$ cat config.mk
export PLATFORM = sky130hd
export DESIGN_NAME = decodeFrontEnd
export DESIGN_NICKNAME = d
export VERILOG_FILES = /design/src/logic/isaPkg.sv /design/src/logic/ctrlPkg.sv /design/src/logic/fetchDecodeIf.sv /design/src/logic/instrFetch.sv /design/src/logic/fetchDecodeBuffer.sv /design/src/logic/controlDecoder.sv /design/src/logic/instrDecode.sv /design/src/logic/decodeFrontEnd.sv
export SDC_FILE = /design/constraint.sdc
export NUM_CORES = 1
export LEC_CHECK = 0
export ABC_AREA = 1
export BUFFER_PORTS_ARGS = -buffer_cell sky130_fd_sc_hd__buf_2
export CAP_MARGIN = 40
export CORE_ASPECT_RATIO = 0.6
export CORE_MARGIN = 2
export CORE_UTILIZATION = 32
export DETAILED_ROUTE_END_ITERATION = 10
export MAX_ROUTING_LAYER = met4
export PLACE_DENSITY_LB_ADDON = 0.25
export SYNTH_ARGS = -nofsm -noshare
export SYNTH_HDL_FRONTEND = slang
export SYNTH_SLANG_ARGS = --single-unit
$ cat constraint.sdc
create_clock -name clk -period 2.6 [get_ports clk]
set_input_delay 0.26 -clock clk [delete_from_list [all_inputs] [get_ports clk]]
set_output_delay 0.26 -clock clk [all_outputs]
set_load 0.02 [all_outputs]
$ cat src/logic/isaPkg.sv
`default_nettype none

package isaPkg;

	// Word and field widths of the 16-bit ISA
	localparam int INSTR_WIDTH = 16;
	localparam int ADDR_WIDTH = 16;
	localparam int DATA_WIDTH = 16;
	localparam int OPCODE_WIDTH = 4;
	localparam int REG_INDEX_WIDTH = 4;
	localparam int COND_WIDTH = 3;

	// One instruction as read from instruction memory
	typedef logic [INSTR_WIDTH-1:0] instrWord;

	// Word address into instruction memory
	typedef logic [ADDR_WIDTH-1:0] pcAddr;

	// Register number, sixteen registers
	typedef logic [REG_INDEX_WIDTH-1:0] regIndex;

	// Immediate value or data word
	typedef logic [DATA_WIDTH-1:0] dataWord;

	// Branch condition code from instr[11:9]
	typedef logic [COND_WIDTH-1:0] branchCond;

	// Opcode in instr[15:12]
	// 0xxx is arithmetic and shift, 10xx is memory and byte load
	// 11xx is control flow
	typedef enum logic [OPCODE_WIDTH-1:0] {
		ADD = 4'd0, SUB, RED, XOR, SLL, SRA, ROR, PADDSB,
		LW = 4'd8, SW, LHB, LLB,
		B = 4'd12, BR, PCS, HLT = 4'd15
	} opcode;

endpackage

`default_nettype wire

$ cat src/logic/ctrlPkg.sv
`default_nettype none

package ctrlPkg;

	// Widths of the encoded control selects
	localparam int DATA_SEL_WIDTH = 2;
	localparam int IMM_SEL_WIDTH = 3;

	// Source of the register write data
	// ALU result for arithmetic, shifts and byte loads
	// Memory read data for LW
	// Return address for PCS
	typedef enum logic [DATA_SEL_WIDTH-1:0] {
		DATA_ALU = 2'd0,
		DATA_MEM,
		DATA_PC
	} dataSrcSel;

	// Immediate formats
	// IMM_SHIFT4 zero-extends instr[3:0] for the shift amount
	// IMM_OFFSET4 sign-extends instr[3:0] for the LW/SW offset
	// IMM_LOW8 zero-extends instr[7:0] for LLB
	// IMM_HIGH8 puts instr[7:0] in the upper byte for LHB
	// IMM_BRANCH9 sign-extends instr[8:0] for B
	typedef enum logic [IMM_SEL_WIDTH-1:0] {
		IMM_NONE = 3'd0,
		IMM_SHIFT4,
		IMM_OFFSET4,
		IMM_LOW8,
		IMM_HIGH8,
		IMM_BRANCH9
	} immFormat;

	// First fetch address after reset
	localparam isaPkg::pcAddr RESET_PC = '0;

endpackage

`default_nettype wire

$ cat src/logic/fetchDecodeIf.sv
`timescale 1ns/1ps
`default_nettype none

// One fetched instruction on its way down the front end
interface fetchDecodeIf;

	// Word is real and may be decoded
	logic valid;
	// Address the word came from
	isaPkg::pcAddr pc;
	// Raw instruction word
	isaPkg::instrWord instr;

	// Side that drives the instruction
	modport producer (
		output valid,
		output pc,
		output instr
	);

	// Side that takes the instruction
	modport consumer (
		input valid,
		input pc,
		input instr
	);

endinterface

`default_nettype wire

$ cat src/logic/instrFetch.sv
`timescale 1ns/1ps
`default_nettype none

module instrFetch (
	input logic clk,
	input logic reset,
	input logic stall,
	input logic halted,
	input logic redirect,
	input isaPkg::pcAddr redirectPc,
	input isaPkg::instrWord instrData,
	output isaPkg::pcAddr instrAddr,
	fetchDecodeIf.producer fetchOut
);

	// Program counter
	isaPkg::pcAddr pc;
	// Address of the next sequential word
	isaPkg::pcAddr pcNext;
	// PC stays put this cycle
	logic pcHold;

	assign pcNext = pc + isaPkg::pcAddr'(1);

	// Halt freezes fetch just like a stall
	assign pcHold = stall || halted;

	// PC update
	// Redirect wins over stall and halt so a halted core can be released
	always_ff @(posedge clk) begin
		if (reset) begin
			pc <= ctrlPkg::RESET_PC;
		end else if (redirect) begin
			pc <= redirectPc;
		end else if (!pcHold) begin
			pc <= pcNext;
		end
	end

	// Instruction memory is read combinationally at the PC
	assign instrAddr = pc;

	// Word returned this cycle goes straight to the buffer
	assign fetchOut.pc = pc;
	assign fetchOut.instr = instrData;

	// Word fetched in a redirect cycle is on the wrong path
	// Nothing new is fetched while halted
	assign fetchOut.valid = !halted && !redirect;

endmodule

`default_nettype wire

$ cat src/logic/fetchDecodeBuffer.sv
`timescale 1ns/1ps
`default_nettype none

module fetchDecodeBuffer (
	input logic clk,
	input logic reset,
	input logic stall,
	input logic redirect,
	input logic halted,
	fetchDecodeIf.consumer bufIn,
	fetchDecodeIf.producer bufOut
);

	// Held instruction
	logic validQ;
	isaPkg::pcAddr pcQ;
	isaPkg::instrWord instrQ;

	// Buffer already holds a valid HLT
	logic holdingHlt;
	// HLT has to stay in place while the core is halted
	logic keepHlt;
	// New word is taken at this edge
	logic capture;

	assign holdingHlt = validQ && (isaPkg::opcode'(instrQ[15:12]) == isaPkg::HLT);
	assign keepHlt = halted && holdingHlt;
	assign capture = !stall && !keepHlt;

	// Valid bit
	// Redirect kills the slot regardless of stall
	// Halt lets in nothing new
	always_ff @(posedge clk) begin
		if (reset) begin
			validQ <= 1'b0;
		end else if (redirect) begin
			validQ <= 1'b0;
		end else if (capture) begin
			validQ <= bufIn.valid && !halted;
		end
	end

	// Payload only moves with a capture
	// Contents behind a cleared valid are ignored downstream
	always_ff @(posedge clk) begin
		if (capture) begin
			pcQ <= bufIn.pc;
			instrQ <= bufIn.instr;
		end
	end

	assign bufOut.valid = validQ;
	assign bufOut.pc = pcQ;
	assign bufOut.instr = instrQ;

endmodule

`default_nettype wire

$ cat src/logic/controlDecoder.sv
`timescale 1ns/1ps
`default_nettype none

module controlDecoder (
	input isaPkg::opcode op,
	output logic regSrc,
	output logic regWrite,
	output logic memEnable,
	output logic memWrite,
	output logic aluSrcImm,
	output logic branch,
	output logic branchSrc,
	output ctrlPkg::dataSrcSel dataSrc,
	output ctrlPkg::immFormat immSel
);

	always_comb begin
		// Defaults describe a no-op
		regSrc = 1'b0;
		regWrite = 1'b0;
		memEnable = 1'b0;
		memWrite = 1'b0;
		aluSrcImm = 1'b0;
		branch = 1'b0;
		branchSrc = 1'b0;
		dataSrc = ctrlPkg::DATA_ALU;
		immSel = ctrlPkg::IMM_NONE;

		case (op)
			// Register to register arithmetic
			isaPkg::ADD, isaPkg::SUB, isaPkg::RED, isaPkg::XOR, isaPkg::PADDSB: begin
				regWrite = 1'b1;
			end
			// Shift amount comes from instr[3:0]
			isaPkg::SLL, isaPkg::SRA, isaPkg::ROR: begin
				regWrite = 1'b1;
				aluSrcImm = 1'b1;
				immSel = ctrlPkg::IMM_SHIFT4;
			end
			// Load word, address is rs plus offset
			isaPkg::LW: begin
				regWrite = 1'b1;
				memEnable = 1'b1;
				aluSrcImm = 1'b1;
				dataSrc = ctrlPkg::DATA_MEM;
				immSel = ctrlPkg::IMM_OFFSET4;
			end
			// Store word reads rt from instr[11:8]
			isaPkg::SW: begin
				regSrc = 1'b1;
				memEnable = 1'b1;
				memWrite = 1'b1;
				aluSrcImm = 1'b1;
				immSel = ctrlPkg::IMM_OFFSET4;
			end
			// Byte loads merge into the old value of rd
			isaPkg::LHB: begin
				regSrc = 1'b1;
				regWrite = 1'b1;
				aluSrcImm = 1'b1;
				immSel = ctrlPkg::IMM_HIGH8;
			end
			isaPkg::LLB: begin
				regSrc = 1'b1;
				regWrite = 1'b1;
				aluSrcImm = 1'b1;
				immSel = ctrlPkg::IMM_LOW8;
			end
			// Branch to PC-relative immediate
			isaPkg::B: begin
				branch = 1'b1;
				immSel = ctrlPkg::IMM_BRANCH9;
			end
			// Branch to register
			isaPkg::BR: begin
				branch = 1'b1;
				branchSrc = 1'b1;
			end
			// Save return address in rd
			isaPkg::PCS: begin
				regWrite = 1'b1;
				dataSrc = ctrlPkg::DATA_PC;
			end
			// HLT drives no control, decode flags it separately
			default: begin
			end
		endcase
	end

endmodule

`default_nettype wire

$ cat src/logic/instrDecode.sv
`timescale 1ns/1ps
`default_nettype none

module instrDecode (
	fetchDecodeIf.consumer decIn,
	output logic decValid,
	output isaPkg::pcAddr decPc,
	output isaPkg::regIndex readReg1,
	output isaPkg::regIndex readReg2,
	output isaPkg::regIndex writeReg,
	output isaPkg::dataWord immValue,
	output isaPkg::branchCond cond,
	output logic regWrite,
	output logic memEnable,
	output logic memWrite,
	output logic aluSrcImm,
	output logic branch,
	output logic branchSrc,
	output logic halted,
	output ctrlPkg::dataSrcSel dataSrc
);

	// Opcode field
	isaPkg::opcode op;

	// Raw decoder outputs before the valid gate
	logic regSrc;
	logic rawRegWrite;
	logic rawMemEnable;
	logic rawMemWrite;
	logic rawAluSrcImm;
	logic rawBranch;
	logic rawBranchSrc;
	ctrlPkg::dataSrcSel rawDataSrc;
	ctrlPkg::immFormat immSel;

	assign op = isaPkg::opcode'(decIn.instr[15:12]);

	controlDecoder ctrl (
		.op(op),
		.regSrc(regSrc),
		.regWrite(rawRegWrite),
		.memEnable(rawMemEnable),
		.memWrite(rawMemWrite),
		.aluSrcImm(rawAluSrcImm),
		.branch(rawBranch),
		.branchSrc(rawBranchSrc),
		.dataSrc(rawDataSrc),
		.immSel(immSel)
	);

	assign decValid = decIn.valid;
	assign decPc = decIn.pc;

	// rs always sits in slot 2
	assign readReg1 = decIn.instr[7:4];
	// rd sits in slot 1
	assign writeReg = decIn.instr[11:8];
	// SW and the byte loads read the register in slot 1
	assign readReg2 = regSrc ? decIn.instr[11:8] : decIn.instr[3:0];

	assign cond = decIn.instr[11:9];

	// Immediate generation
	always_comb begin
		case (immSel)
			ctrlPkg::IMM_SHIFT4: immValue = isaPkg::dataWord'(decIn.instr[3:0]);
			ctrlPkg::IMM_OFFSET4: immValue = {{12{decIn.instr[3]}}, decIn.instr[3:0]};
			ctrlPkg::IMM_LOW8: immValue = isaPkg::dataWord'(decIn.instr[7:0]);
			ctrlPkg::IMM_HIGH8: immValue = {decIn.instr[7:0], 8'h00};
			ctrlPkg::IMM_BRANCH9: immValue = {{7{decIn.instr[8]}}, decIn.instr[8:0]};
			default: immValue = '0;
		endcase
	end

	// A bubble must not write, access memory or branch
	assign regWrite = decIn.valid && rawRegWrite;
	assign memEnable = decIn.valid && rawMemEnable;
	assign memWrite = decIn.valid && rawMemWrite;
	assign aluSrcImm = decIn.valid && rawAluSrcImm;
	assign branch = decIn.valid && rawBranch;
	assign branchSrc = decIn.valid && rawBranchSrc;
	assign dataSrc = decIn.valid ? rawDataSrc : ctrlPkg::DATA_ALU;

	// Halt is a valid HLT in the decode slot
	assign halted = decIn.valid && (op == isaPkg::HLT);

endmodule

`default_nettype wire

$ cat src/logic/decodeFrontEnd.sv
`timescale 1ns/1ps
`default_nettype none

module decodeFrontEnd (
	input logic clk,
	input logic reset,
	input isaPkg::instrWord instrData,
	input logic stall,
	input logic redirect,
	input isaPkg::pcAddr redirectPc,
	output isaPkg::pcAddr instrAddr,
	output logic decValid,
	output isaPkg::pcAddr decPc,
	output isaPkg::regIndex readReg1,
	output isaPkg::regIndex readReg2,
	output isaPkg::regIndex writeReg,
	output isaPkg::dataWord immValue,
	output isaPkg::branchCond cond,
	output logic regWrite,
	output logic memEnable,
	output logic memWrite,
	output logic aluSrcImm,
	output ctrlPkg::dataSrcSel dataSrc,
	output logic branch,
	output logic branchSrc,
	output logic halted
);

	// Fetch to IF/ID buffer
	fetchDecodeIf fetchLink ();
	// IF/ID buffer to decode
	fetchDecodeIf decodeLink ();

	// halted is produced by decode and freezes fetch and the buffer
	instrFetch fetch (
		.clk(clk),
		.reset(reset),
		.stall(stall),
		.halted(halted),
		.redirect(redirect),
		.redirectPc(redirectPc),
		.instrData(instrData),
		.instrAddr(instrAddr),
		.fetchOut(fetchLink)
	);

	fetchDecodeBuffer ifId (
		.clk(clk),
		.reset(reset),
		.stall(stall),
		.redirect(redirect),
		.halted(halted),
		.bufIn(fetchLink),
		.bufOut(decodeLink)
	);

	instrDecode decode (
		.decIn(decodeLink),
		.decValid(decValid),
		.decPc(decPc),
		.readReg1(readReg1),
		.readReg2(readReg2),
		.writeReg(writeReg),
		.immValue(immValue),
		.cond(cond),
		.regWrite(regWrite),
		.memEnable(memEnable),
		.memWrite(memWrite),
		.aluSrcImm(aluSrcImm),
		.branch(branch),
		.branchSrc(branchSrc),
		.halted(halted),
		.dataSrc(dataSrc)
	);

endmodule

`default_nettype wire

-- Word level (Yosys, flattened, before mapping)
Cells that the tools add are included.
- input bits: 36
- output and inout bits: 73
- word-level logic and storage cells: 62
- register bits after elaboration: 49
- add/sub/neg operators: 1
- equality and inequality tests: 21
- multiplexer cells: 14
- reductions and logical operators: 22
- operator list (cell ; number):
    $pmux 16 s5 ; 1
    $eq 4x4->1 const B ; 8
    $mux 16 ; 2
    $add 16x1->16 const B ; 1
    $eq 4x3->1 const B ; 4
    $pmux 3 s5 ; 1
    $reduce_or 12->1 ; 1
    $logic_and 1x1->1 ; 10
    $eq 4x2->1 const B ; 2
    $mux 1 ; 7
    $reduce_or 7->1 ; 1
    $eq 3x2->1 const B ; 2
    $eq 3x3->1 const B ; 2
    $reduce_or 2->1 ; 3
    $reduce_or 3->1 ; 2
    $eq 4x1->1 const B ; 1
    $logic_not 4->1 ; 1
    $mux 4 ; 1
    $pmux 2 s2 ; 1
    $eq 3x1->1 const B ; 1
    $logic_not 1->1 ; 3
    $mux 2 ; 1
    $ne 2x2->1 const B ; 1
    $logic_or 1x1->1 ; 1

-- Longest topological paths before layout
Gate-level depths: netlist (run 1).
- depth in word-level cells: 5
- gate-level depth with buffers: 8
- gate-level depth less buffers: 8

-- By module
From an unflattened synthesis (run 1), not the netlist that was laid out.
- cells, all modules: 381
- area, all modules: 3079.2 µm²
- by module, submodules not included (module ; seq. area each (µm²) ; area each (µm²) ; times used ; cells each):
    instrFetch ; 320.3 ; 1291.2 ; 1 ; 193
    fetchDecodeBuffer ; 980.9 ; 1043.5 ; 1 ; 48
    instrDecode ; 0.0 ; 609.3 ; 1 ; 110
    controlDecoder ; 0.0 ; 135.1 ; 1 ; 30

-- Worst setup path before layout (run 1)
No wires, ideal clock.
- path kind: reg2reg
- start point: register ifId.instrQ[12], in the netlist ifId.bufOut.instr[12]
- end point: register fetch.pc[8], in the netlist fetch.fetchOut.pc[8]
- required time: 2.534 ns
- period minus slack after synthesis: 2.175 ns
- buffers on the path: 0
- stages on the path, launching flop included: 8
- setup time: 0.066 ns
- data arrival time: 2.109 ns
- slack: 0.425 ns
- cell sequence: edfxtp_1 > nand2_2 > nor2_1 > nor2_2 > nand2_1 > a21oi_1 > nor2_1 > nor2_1
- longest elaborated chain between the ends: 4
- RTL lines (item ; line ; source):
    start: declaration ; fetchDecodeBuffer.sv:17 ; isaPkg::instrWord instrQ;
    start signal: assignment ; fetchDecodeBuffer.sv:48 ; instrQ <= bufIn.instr;
    $eq 4x4->1 ; instrDecode.sv:86 ; assign halted = decIn.valid && (op == isaPkg::HLT);
    $logic_and 1x1->1 ; instrDecode.sv:86 ;
    named net halted ; decodeFrontEnd.sv:26 ; output logic halted
    $logic_or 1x1->1 ; instrFetch.sv:26 ; assign pcHold = stall || halted;
    $ne 2x2->1 (no line) ; n/a ;
    end signal: assignment ; instrFetch.sv:32 ; pc <= ctrlPkg::RESET_PC;
    end signal: assignment ; instrFetch.sv:34 ; pc <= redirectPc;
    end signal: assignment ; instrFetch.sv:36 ; pc <= pcNext;
    end: declaration ; instrFetch.sv:17 ; isaPkg::pcAddr pc;
The timed path passes the listed nets, and every way through them passes these cells.
A chain may end at the register's enable or synchronous reset.

-- Final worst setup path (run 1)
- start point: register ifId.instrQ[15], in the netlist ifId.bufOut.instr[15]
- end point: output port readReg2[1]
- longest elaborated chain between the ends: 4
- elaborated cells on any way between the ends: 6
- those cells by class: eq/ne (3); mux (2); reduce/logical (1)
- RTL lines (item ; line ; source):
    $eq 4x4->1 ; controlDecoder.sv:29 ; case (op)
    $reduce_or 3->1 (no line) * ; n/a ;
    $mux 1 * ; controlDecoder.sv:29 ;
    $mux 4 * ; instrDecode.sv:60 ; assign readReg2 = regSrc ? decIn.instr[11:8] : decIn.instr[3:0];
    end: declaration ; decodeFrontEnd.sv:15 ; output isaPkg::regIndex readReg2,
Mark *: on every way between the ends. The rest lies on a longest branch, timed or not.

==> impl_results.md, run 1 <==
- Clk buf depth: 2
- Top delay family on crit path: compound AO/OA/AOI/OAI gates
- Reg2reg setup slack: 820 ps
- Hold slack: about 150 ps
- Core area: around 0.0078 sq mm
- Input/output buffers: 108
- 1st-iter DRT viols: 135
- Crit-path max cell delay: between 400 and 500 ps
- Synthesized area: about 0.0025 sq mm
- Yosys reg bits: 49
- Synth Instances: 295
- Hold_buf cts: 0
- Top cells by area in the synthesized netlist: edfxtp_1, dfxtp_1, nand2_1, inv_1, nor2_1
- WS Path Type: register to output pin
- WP buf/inv: 2
- RSZ-0062 raised after global routing: no
- Max Clk Rate: 496 MHz
- Crit-path max FO: 8
- Clock root buffer: clkbuf_16
- Die Wd: ~120 um
- Placed cell count: 496
- GRT overflow: 0
- P_leak: 1.51 nW
- Largest net degree at the start of global routing: 25
- Layout cells sized above 1: 32.8%
- Tightest Pin Transition: 587 ps
- DP HPWL: 5140 um
- Commonest non-fill, non-tap cell in the layout: buf_2
- Fin. Hold Viols: 0
- # Max-Cap Violations: 0
- Setup Buffers After CTS: 0
- CTS resizes: 0
- Commonest non-fill, non-tap cells in the layout: buf_2, nand2_1, inv_1
- Initial antenna violation count: 0
- Reg clk slew, reported paths: ~60 ps
- Vias in the first global route: 2050
- Vias/cell: about 4.6
- Yosys top cell area share: 38.1%
- DRT Pass-1 Iters: 4
- Synth Warn #: 0
- # IOs: approximately 110
- Synthesized area per cell: 8.56 sq um
- First-pass GRT wire length: 10400 um
- Clock Latency Late Sink: 280 ps
- Arr. time, crit path: between 1500 and 2000 ps
- Pwr/cell area: around 580 mW/mm^2
- Cell Chain, Critical Path: nand2_1 > inv_1 > o21ai_1 > nor2_1 > a21oi_1 > buf_2
- Area Growth Syn to Fin: 28.3%
- Drt drc: 0
- GP Congestion: between 0.9 and 1
- DR vias: 2310
- Headroom to the max-slew limit: 60.6%
- Initial Utilization: between 30% and 40%
- Final setup viols: 0
- CTS tree: built
- Tot GR Track Use: between 10% and 20%
- Die ar.: 0.00864 sq mm
- Antenna Nets Post-Route: 0
- Worst ir drop on vdd: ~0.33 mV
- Hold crit path type: input pin to register
- Clk_skew: 7.33 ps
- Critical Path RT: approximately 2300 ps
- Setup TNS: 0 ps
- CTS HTree Levels: 2
- Num rows: 25
- Clock tree sinks: 49
- Setup crit end kind: output pin
- Post-route insts no fill: 504
- Sequential fraction of the synthesis area: 51.5%
- Post-DP Area: 0.00309 sq mm
- Post-route minimum period: 2010 ps
- ANT cells: 0
- Yosys cell types: 29
- Total Wirelength: about 6700 um
- Post-Syn Nets: roughly 330
- Nets: 432
- Max Slew Vio Count: 0
- Slowest CP cell: edfxtp_1
- Final period util: 77.5%
- Detailed-route wire length per cell: 13.3 um
- Outcome: complete, no violations
- Height of the die: between 70 and 80 um
- Finished Cell Area: 0.00324 sq mm
- Crit start category: register
- CTS buffer count: 5
- Yosys top cell by area: edfxtp_1
==> path summary, 6_finish.rpt <==
kind / start / to / depth (start not counted)
worst max-delay path: ifId.bufOut.instr[15]$_DFFE_PP_ / readReg2[1] / 6
worst min register to register: fetch.fetchOut.pc[15]$_SDFFE_PP0P_ / ifId.bufOut.pc[15]$_DFFE_PP_ / 0
worst min-delay path: instrData[7] / ifId.bufOut.instr[7]$_DFFE_PP_ / 1
worst max register to register: ifId.bufOut.instr[13]$_DFFE_PP_ / fetch.fetchOut.pc[7]$_SDFFE_PP0P_ / 7
==> per-layer routing <==
| layer | vias to the layer above | GRT usage [%] | share of wire (%) |
|---|---|---|---|
| met3 | 8 | 2.81 | 5.0 |
| met5 | - | - | 0 |
| met1 | 1055 | 23.9 | 53 |
| met4 | 0 | 4.10 | 1.4 |
| li1 | 1164 | - | - |
| met2 | 83 | 22.3 | 40 |
==> per-stage QoR <==
step	util (%)	total power [mW]	setup slack, ps
global placement	39.9	1.25	850
finish	41.8	1.88	585
CTS	41.8	1.90	590
global route	41.8	1.96	312
detailed placement	39.9	1.25	822
floorplan	-	1.14	425
==> registers in the layout (all words and copies together) (netlist names) <==
| signal | count |
|---|---|
| ifId.bufOut.instr | 16 |
| fetch.fetchOut.pc | 16 |
| ifId.bufOut.pc | 16 |
| ifId.bufOut.valid | 1 |
==> synthesized netlist by cell type (all sizes together) <==
library cell	instances
o21ai	22
ha	1
nor3	2
inv	38
o211a	1
a31oi	2
dlygate4sd1	1
nand2	64
nor2	41
o21bai	4
xor2	2
edfxtp	32
a211oi	2
dfxtp	17
nand4	5
nand3	25
a21boi	1
xnor2	1
buf	15
a21oi	19
==> cell type report <==
class	instances	area (sq um)
fill	799	4520
sequential	49	1300
multi-input combinational	192	953
timing repair buffer	109	561
clock buffer	8	146
inverter	38	143
tap	108	135
==> logic make-up (layout without fill, tap and decap cells) <==
| kind of cell | count (synthesis) | after routing | share of synthesized area (%) |
|---|---|---|---|
| and+or+nand+nor | 137 | 137 | 23.7 |
| xor gates and xnor gates | 3 | 3 | 1.04 |
| adders and majority gates | 1 | 1 | 0.495 |
| AOI/OAI and AO/OA | 51 | 51 | 12.3 |
| buffers and inverters | 54 | 155 | 10.9 |
| DFF | 49 | 49 | 51.5 |
==> report_power, final <==
group / switching (mW) / internal, mW
combinational: 0.203 / 0.103
sequential: 0.0448 / 0.883
clock: 0.259 / 0.384
total: 0.508 / 1.37
No activity file was read; power rests on OpenSTA's default activity.
==> run 2, diff against run 1 <==
- ABC_AREA: 1 -> 0
- clock period: 2.6 -> 1.7 ns (I/O delays scaled with it)
==> run 2 against run 1 <==
Against the previous run: the flow now finishes with violations (setup timing); synthesized cell count fell by 24%; power is 72% higher; critical path depth decreased by 1; clock skew is 3.1 ps lower; utilization grew 11 points; first-iteration DRC count rose by 4.4%; register-to-register slack got worse by 880 ps; die area decreased by 4.0%; clock power increased by 79%; design area rose by 19%; synthesized area fell by 4.2%; highest routed layer unchanged.
==> impl_results.md, run 2 <==
- Outcome: finished, violations left (was complete, no violations)
- Failing checks: setup timing
- Post-Syn Nets: 262 (was 332)
- Post-route minimum period: 1800 ps
- CTS buffer count: 5 (unchanged)
- CTS tree: built (unchanged)
- Die ar.: 0.00829 sq mm (was 0.00864 sq mm)
- Area Growth Syn to Fin: 59.9% (was 28.3%)
- Post-synth EDFFs: 32 (unchanged)
- DR vias: 2286 (was 2310)
- Crit-path max cell delay: 410 ps (was 450 ps)
- Clk buf depth: 2 (unchanged)
- Post-route insts no fill: 463 (was 504)
- Switching share of power: 26.5% (was 27.0%)
- Total Power: 3.23 mW (was 1.88 mW)
- Layout cells sized above 1: 57.1% (was 32.8%)
- Clock root buffer: clkbuf_16 (unchanged)
- Height of the die: 71.3 um (was 72.8 um)
- RSZ-0062 raised after global routing: yes (was no)
- Largest net degree at the start of global routing: 27 (was 25)
- Nets: 395 (was 432)
- Synth cell count leaders: edfxtp_1, nor2_1, dfxtp_1 (was nand2_1, inv_1, nor2_1)
- Vias in the first global route: 2130 (was 2050)
- Reg clk slew, reported paths: 60 ps (about the same)
- Tot GR Track Use: 17.2% (was 16.0%)
- Setup WS pre-CTS: -11.2 ps (was 822 ps)
- Sw power: 0.857 mW (was 0.508 mW)
- Hold crit path type: input pin to register (unchanged)
- Count leader, synth: edfxtp_1 (was nand2_1)
- Sequential power share: 43.6% (was 49.4%)
- Ys async rst share: 0% (unchanged)
- Most frequent CP cell: buf_6
- Num rows: 24 (was 25)
- 1st-iter DRT viols: 141 (was 135)
- DP HPWL: 5050 um (was 5140 um)
- Initial antenna violation count: 0 (unchanged)
- Clk pwr share: 35.7% (was 34.3%)
- Critical Path RT: 1530 ps (was 2340 ps)
- Setup WS post-layout: -103 ps (was 585 ps)
- Yosys top cell by area: edfxtp_1 (unchanged)
- Clock tree sinks: 49 (unchanged)
- Drt drc: 0 (unchanged)
- WS Path Type: register to output pin (unchanged)
- P_leak: 1.68 nW (was 1.51 nW)
- Worst ir drop on vdd: 0.454 mV (was 0.329 mV)
- Input/output buffers: 108 (unchanged)
- Synth Instances: 225 (was 295)
- Synthesized area: 0.00242 sq mm (was 0.00252 sq mm)
- Antenna Nets Post-Route: 0 (unchanged)
- Cell Chain, Critical Path: buf_6 > buf_2 > maj3_2 > a21oi_2 > buf_6 (was nand2_1 > inv_1 > o21ai_1 > nor2_1 > a21oi_1 > buf_2)
- # Max-Cap Violations: 0 (unchanged)
- Sequential fraction of the synthesis area: 53.8% (was 51.5%)
- Vias/cell: 4.94 (was 4.58)
- Setup crit end kind: output pin (unchanged)
- Yosys cell types: 41 (was 29)
- Power Internal: 2.37 mW (was 1.37 mW)
- Final setup viols: 21 (was 0)
- Clk_skew: 4.20 ps (was 7.33 ps)
- Slowest CP cell: edfxtp_1 (unchanged)
- Core area: 0.00730 sq mm (was 0.00776 sq mm)
- Die Wd: 116 um (was 119 um)
- Post-synth top flop: edfxtp_1 (unchanged)
- Clock Latency Late Sink: 280 ps (about the same)
- Total Wirelength: 7280 um (was 6710 um)
- GRT overflow: 0 (unchanged)
- Pwr/cell area: 836 mW/mm^2 (was 580 mW/mm^2)
- Synthesized area per cell: 10.7 sq um (was 8.56 sq um)
- Crit-path max FO: 6 (was 8)
- Synth Warn #: 0 (unchanged)
- Max Slew Vio Count: 0 (unchanged)
- Tightest Pin Transition: 399 ps (was 587 ps)
- CTS HTree Levels: 2 (unchanged)
- Commonest non-fill, non-tap cells in the layout: buf_2, buf_4, edfxtp_1 (was buf_2, nand2_1, inv_1)
- Final period util: 106%
- Hold_buf cts: 0 (unchanged)
- Headroom to the max-slew limit: 73.4% (was 60.6%)
- # IOs: 109 (unchanged)
- Initial Utilization: 33.1% (was 32.5%)
- DRT Pass-1 Iters: 4 (unchanged)
- ANT cells: 0 (unchanged)
- GP Congestion: 0.805 (was 0.908)
- First-pass GRT wire length: 10600 um (was 10400 um)
- Fin. Hold Viols: 0 (unchanged)
- Crit start category: register (unchanged)
- Arr. time, crit path: 1630 ps (was 1750 ps)
- Yosys reg bits: 49 (unchanged)
- Max Clk Rate: 555 MHz
- Yosys top cell area share: 39.7% (was 38.1%)
- Placed cell count: 445 (was 496)
- Comb pwr share: 20.8% (was 16.3%)
- Setup TNS: -1460 ps (was 0 ps)
- Commonest non-fill, non-tap cell in the layout: buf_2 (unchanged)
- Hold slack: 57.8 ps (was 153 ps)
- Detailed-route wire length per cell: 15.7 um (was 13.3 um)
- Top cells by area in the synthesized netlist: edfxtp_1, dfxtp_1, a211oi_1, buf_4, and2_1 (was edfxtp_1, dfxtp_1, nand2_1, inv_1, nor2_1)
-- run 2: cell types whose count changed in the layout (fill, tap and decap cells not counted), moves of 8 or more --
| cell | delta |
|---|---|
| nand2_1 | -55 |
| buf_4 | +35 |
| inv_1 | -33 |
| buf_6 | +26 |
| buf_2 | -23 |
| nor2_1 | -19 |
| nand3_1 | -18 |
| o21ai_0 | -18 |
| a211oi_1 | +10 |
| a21oi_1 | -9 |
| a21o_1 | +8 |
| and2_1 | +8 |
-- run 2: cells by family (layout without fill, tap and decap cells) --
logic type,after synthesis,count (layout),share of synthesized area (%)
flip-flops,49,49,53.8
AND/OR/NAND/NOR,78,78,18.0
XOR/XNOR,6,6,2.17
buffers and inverters,30,163,6.78
adder cells (fa/ha/maj),2,2,0.931
AO/OA/AOI/OAI,55,56,16.0
multiplexers,5,5,2.28
-- run 2: layout make-up --
cell class,count,area (sq um)
fillers,656,3430
flip-flops and latches,49,1300
multi-input cells,147,1210
repair buffers,148,1020
clock buffers,7,175
well taps,104,130
inverters,7,28.8
clock inverters,1,5.00
-- run 2: worst paths after layout --
path                                       from                                  to  slack (ps)  cells past startpoint
min reg2reg  fetch.fetchOut.pc[15]$_SDFFE_PP0P_        ifId.bufOut.pc[15]$_DFFE_PP_         500                      0
max             ifId.bufOut.instr[12]$_DFFE_PP_                            regWrite        -100                      5
max reg2reg     ifId.bufOut.instr[14]$_DFFE_PP_  fetch.fetchOut.pc[11]$_SDFFE_PP0P_         -60                      4
min                                instrData[4]      ifId.bufOut.instr[4]$_DFFE_PP_          60                      1
-- run 2: per-stage QoR --
step / util [%] / area (sq um)
4_1_cts: 49.1 / 3580
2_1_floorplan: - / 2440
5_1_grt: 53.0 / 3870
3_5_place_dp: 44.1 / 3220
6_report: 53.0 / 3870
3_3_place_gp: 44.1 / 3220
-- run 2: power by group through the flow --
stage | clock network (mW) | registers (mW) | logic [mW]
finish | 1.15 | 1.41 | 0.671
global route | 1.23 | 1.42 | 0.716
CTS | 1.18 | 1.40 | 0.605
detailed placement | 0 | 1.43 | 0.550
global placement | 0 | 1.42 | 0.545
floorplan | 0 | 1.51 | 0.244
-- run 2: routing by layer --
metal,GRT usage (%),share of wire (%),vias to the layer above,wire length [um]
li1,-,-,1108,-
met1,25.4,50,1103,3630
met2,24.4,44,71,3200
met3,3.72,5.5,4,402
met4,3.57,0.67,0,49
met5,-,0,-,0
-- run 2: what timing repair did --
item,in CTS,in global routing
pin swaps,6,24
buffers inserted,4,5
gates resized for setup,47,62
cloned,0,1
setup endpoints to repair,24,35
-- run 2: critical path, delay by kind of cell, from the launching register on --
kind,cells,cell delay [ps]
buf+inv,3,460
flops,1,410
fa+ha+maj,1,330
compound gates,1,150
==> run 3, diff against run 2 <==
- CELL_PAD_IN_SITES_DETAIL_PLACEMENT: not set -> 0
- CELL_PAD_IN_SITES_GLOBAL_PLACEMENT: not set -> 1
- CORE_UTILIZATION: 32 -> 31
==> run 3 against run 2 <==
Against the previous run: utilization decreased by 1.4 points; setup slack got worse by 15 ps; critical endpoint is now readReg2[0]; flip-flop and latch count unchanged; power decreased by 0.52%; die area increased by 3.1%; largest cell class unchanged; combinational power about the same; first-iteration DRC count decreased by 35%; largest power group unchanged; cell count unchanged; critical path type unchanged; register-to-register slack about the same; the run still ends with setup timing left.
==> impl_results.md, run 3 (same netlist as run 2, synthesis figures left out) <==
- # IOs: 109 (unchanged)
- GP Congestion: 0.794 (was 0.805)
- Height of the die: 72.4 um (was 71.3 um)
- Vias in the first global route: 2072 (was 2130)
- CTS tree: built (unchanged)
- Nets: 395 (unchanged)
- Fin. Hold Viols: 0 (unchanged)
- Slowest CP cell: edfxtp_1 (unchanged)
- Core area: 0.00742 sq mm (was 0.00730 sq mm)
- Detailed-route wire length per cell: 16.0 um (was 15.7 um)
- Outcome: finished, violations left (unchanged)
- Post-route minimum period: 1820 ps (was 1800 ps)
- Register Area: 0.00130 sq mm (about the same)
- Comb pwr share: 20.9% (was 20.8%)
- Num rows: 24 (unchanged)
- Antenna Nets Post-Route: 0 (unchanged)
- Met3 routed WL: 427 um (was 402 um)
- Largest net degree at the start of global routing: 27 (unchanged)
- Cell Chain, Critical Path: buf_6 > nand2b_4 > nor2_4 > buf_6 > mux2_4 > buf_6 (was buf_6 > buf_2 > maj3_2 > a21oi_2 > buf_6)
- Hold crit path type: input pin to register (unchanged)
- Failing checks: setup timing (unchanged)
- # Max-Cap Violations: 0 (unchanged)
- Top Metal Used: met4 (unchanged)
- Die ar.: 0.00855 sq mm (was 0.00829 sq mm)
- Met1 Wirelength: 3860 um (was 3630 um)
- Layout cells sized above 1: 54.0% (was 57.1%)
- Fillers: 712 (was 656)
- Met2 routed wirelength: 3030 um (was 3200 um)
- WS Path Type: register to output pin (unchanged)
- Most frequent CP cell: buf_6 (unchanged)
- Pwr/cell area: 840 mW/mm^2 (was 836 mW/mm^2)
- Headroom to the max-slew limit: 80.5% (was 73.4%)
- Vias/cell: 4.84 (was 4.94)
- Die Wd: 118 um (was 116 um)
- Area Growth Syn to Fin: 58.3% (was 59.9%)
- CTS buffer count: 5 (unchanged)
- GRT overflow: 0 (unchanged)
- Max Clk Rate: 550 MHz (was 555 MHz)
- Final period util: 107% (was 106%)
- Arr. time, crit path: 1650 ps (was 1630 ps)
- First-pass GRT wire length: 11200 um (was 10600 um)
- Sequential power share: 43.9% (was 43.6%)
- Initial antenna violation count: 0 (unchanged)
- DRT Pass-1 Iters: 4 (unchanged)
- Tot GR Track Use: 17.7% (was 17.2%)
- 1st-iter DRT viols: 92 (was 141)
- Clock tree sinks: 49 (unchanged)
- Setup WS post-layout: -119 ps (was -103 ps)
- Total Power: 3.21 mW (was 3.23 mW)
- Initial Utilization: 32.6% (was 33.1%)
- Setup crit end kind: output pin (unchanged)
- Final setup viols: 24 (was 21)
- Multi-input logic area: 0.00114 sq mm (was 0.00121 sq mm)
- Tightest Pin Transition: 290 ps (was 399 ps)
- Crit start category: register (unchanged)
- Setup TNS: -1530 ps (was -1460 ps)
- Post-DP Area: 0.00322 sq mm (about the same)
- CTS HTree Levels: 2 (unchanged)
- Clk pwr share: 35.2% (was 35.7%)
- Clk_skew: 11.8 ps (was 4.20 ps)
- Commonest non-fill, non-tap cells in the layout: buf_2, edfxtp_1, buf_6 (was buf_2, buf_4, edfxtp_1)
- DP HPWL: 5280 um (was 5050 um)
- Crit-path max FO: 4 (was 6)
- Switching share of power: 27.4% (was 26.5%)
- Drt drc: 0 (unchanged)
- Max Slew Vio Count: 0 (unchanged)
- Worst ir drop on vdd: 0.385 mV (was 0.454 mV)
- Clk buf depth: 2 (unchanged)
- Hold_buf cts: 0 (unchanged)
- DR vias: 2239 (was 2286)
- Sw power: 0.880 mW (was 0.857 mW)
- RSZ-0062 raised after global routing: yes (unchanged)
- Clock root buffer: clkbuf_16 (unchanged)
- Input/output buffers: 108 (unchanged)
- Commonest non-fill, non-tap cell in the layout: buf_2 (unchanged)
- Finished Cell Area: 0.00383 sq mm (was 0.00387 sq mm)
- Clock Latency Late Sink: 300 ps (was 280 ps)
- Critical Path RT: 1530 ps (about the same)
- Crit-path max cell delay: 400 ps (was 410 ps)
- ANT cells: 0 (unchanged)
- P_leak: 1.67 nW (was 1.68 nW)
- Reg clk slew, reported paths: 70 ps (was 60 ps)
- Power Internal: 2.33 mW (was 2.37 mW)
- Total Wirelength: 7390 um (was 7280 um)
-- run 3: stage by stage --
stage / utilization (%) / std cells / hold WS, ps / setup WS, ps
2_1_floorplan: - / 225 / 269 / -181
6_report: 51.6 / 463 / 39.6 / -119
3_5_place_dp: 43.5 / 446 / 348 / -27.1
5_1_grt: 51.6 / 463 / 33.2 / -158
4_1_cts: 48.7 / 458 / 36.8 / -151
3_3_place_gp: 43.5 / 446 / 347 / 2.16
-- run 3: layout make-up --
type,count,area share [%]
clock inverter,1,0.196
sequential,49,34.0
tap,104,3.40
inverter,7,0.686
multi-input combinational,146,29.8
timing repair buffer,149,27.6
clock buffer,7,4.28
-- run 3: critical path, delay by kind of cell, from the launching register on --
kind | cells | cell delay, ps
AND/OR/NAND/NOR | 2 | 230
buffers and inverters | 3 | 410
flip-flops | 1 | 400
multiplexers | 1 | 310
-- run 3: what timing repair did --
item	4_1_cts	5_1_grt
setup endpoints to repair	31	36
gates resized for setup	57	40
buffers inserted	4	4
pin swaps	6	20
gates cloned	0	1
-- run 3: power groups by stage --
stage                     clock network (mW)  registers [mW]  logic (mW)
after floorplan                            0            1.51       0.244
after global placement                     0            1.43       0.554
after detailed placement                   0            1.43       0.557
after CTS                               1.15            1.41       0.621
after global routing                    1.21            1.42       0.719
final                                   1.13            1.41       0.673
-- run 3: worst paths after layout --
check	endpoint	slack (ps)	depth (start not counted)	start
hold / removal	ifId.bufOut.instr[10]$_DFFE_PP_	40	1	instrData[10]
setup reg to reg	fetch.fetchOut.pc[11]$_SDFFE_PP0P_	-60	4	ifId.bufOut.instr[15]$_DFFE_PP_
setup / recovery	readReg2[0]	-120	6	ifId.bufOut.instr[14]$_DFFE_PP_
hold reg to reg	ifId.bufOut.pc[15]$_DFFE_PP_	510	0	fetch.fetchOut.pc[15]$_SDFFE_PP0P_
-- run 3: metal layers --
| metal | track usage, % | up-vias |
|---|---|---|
| met2 | 24.0 | 73 |
| met1 | 26.4 | 1057 |
| li1 | - | 1102 |
| met3 | 3.85 | 7 |
| met5 | - | - |
| met4 | 4.42 | 0 |
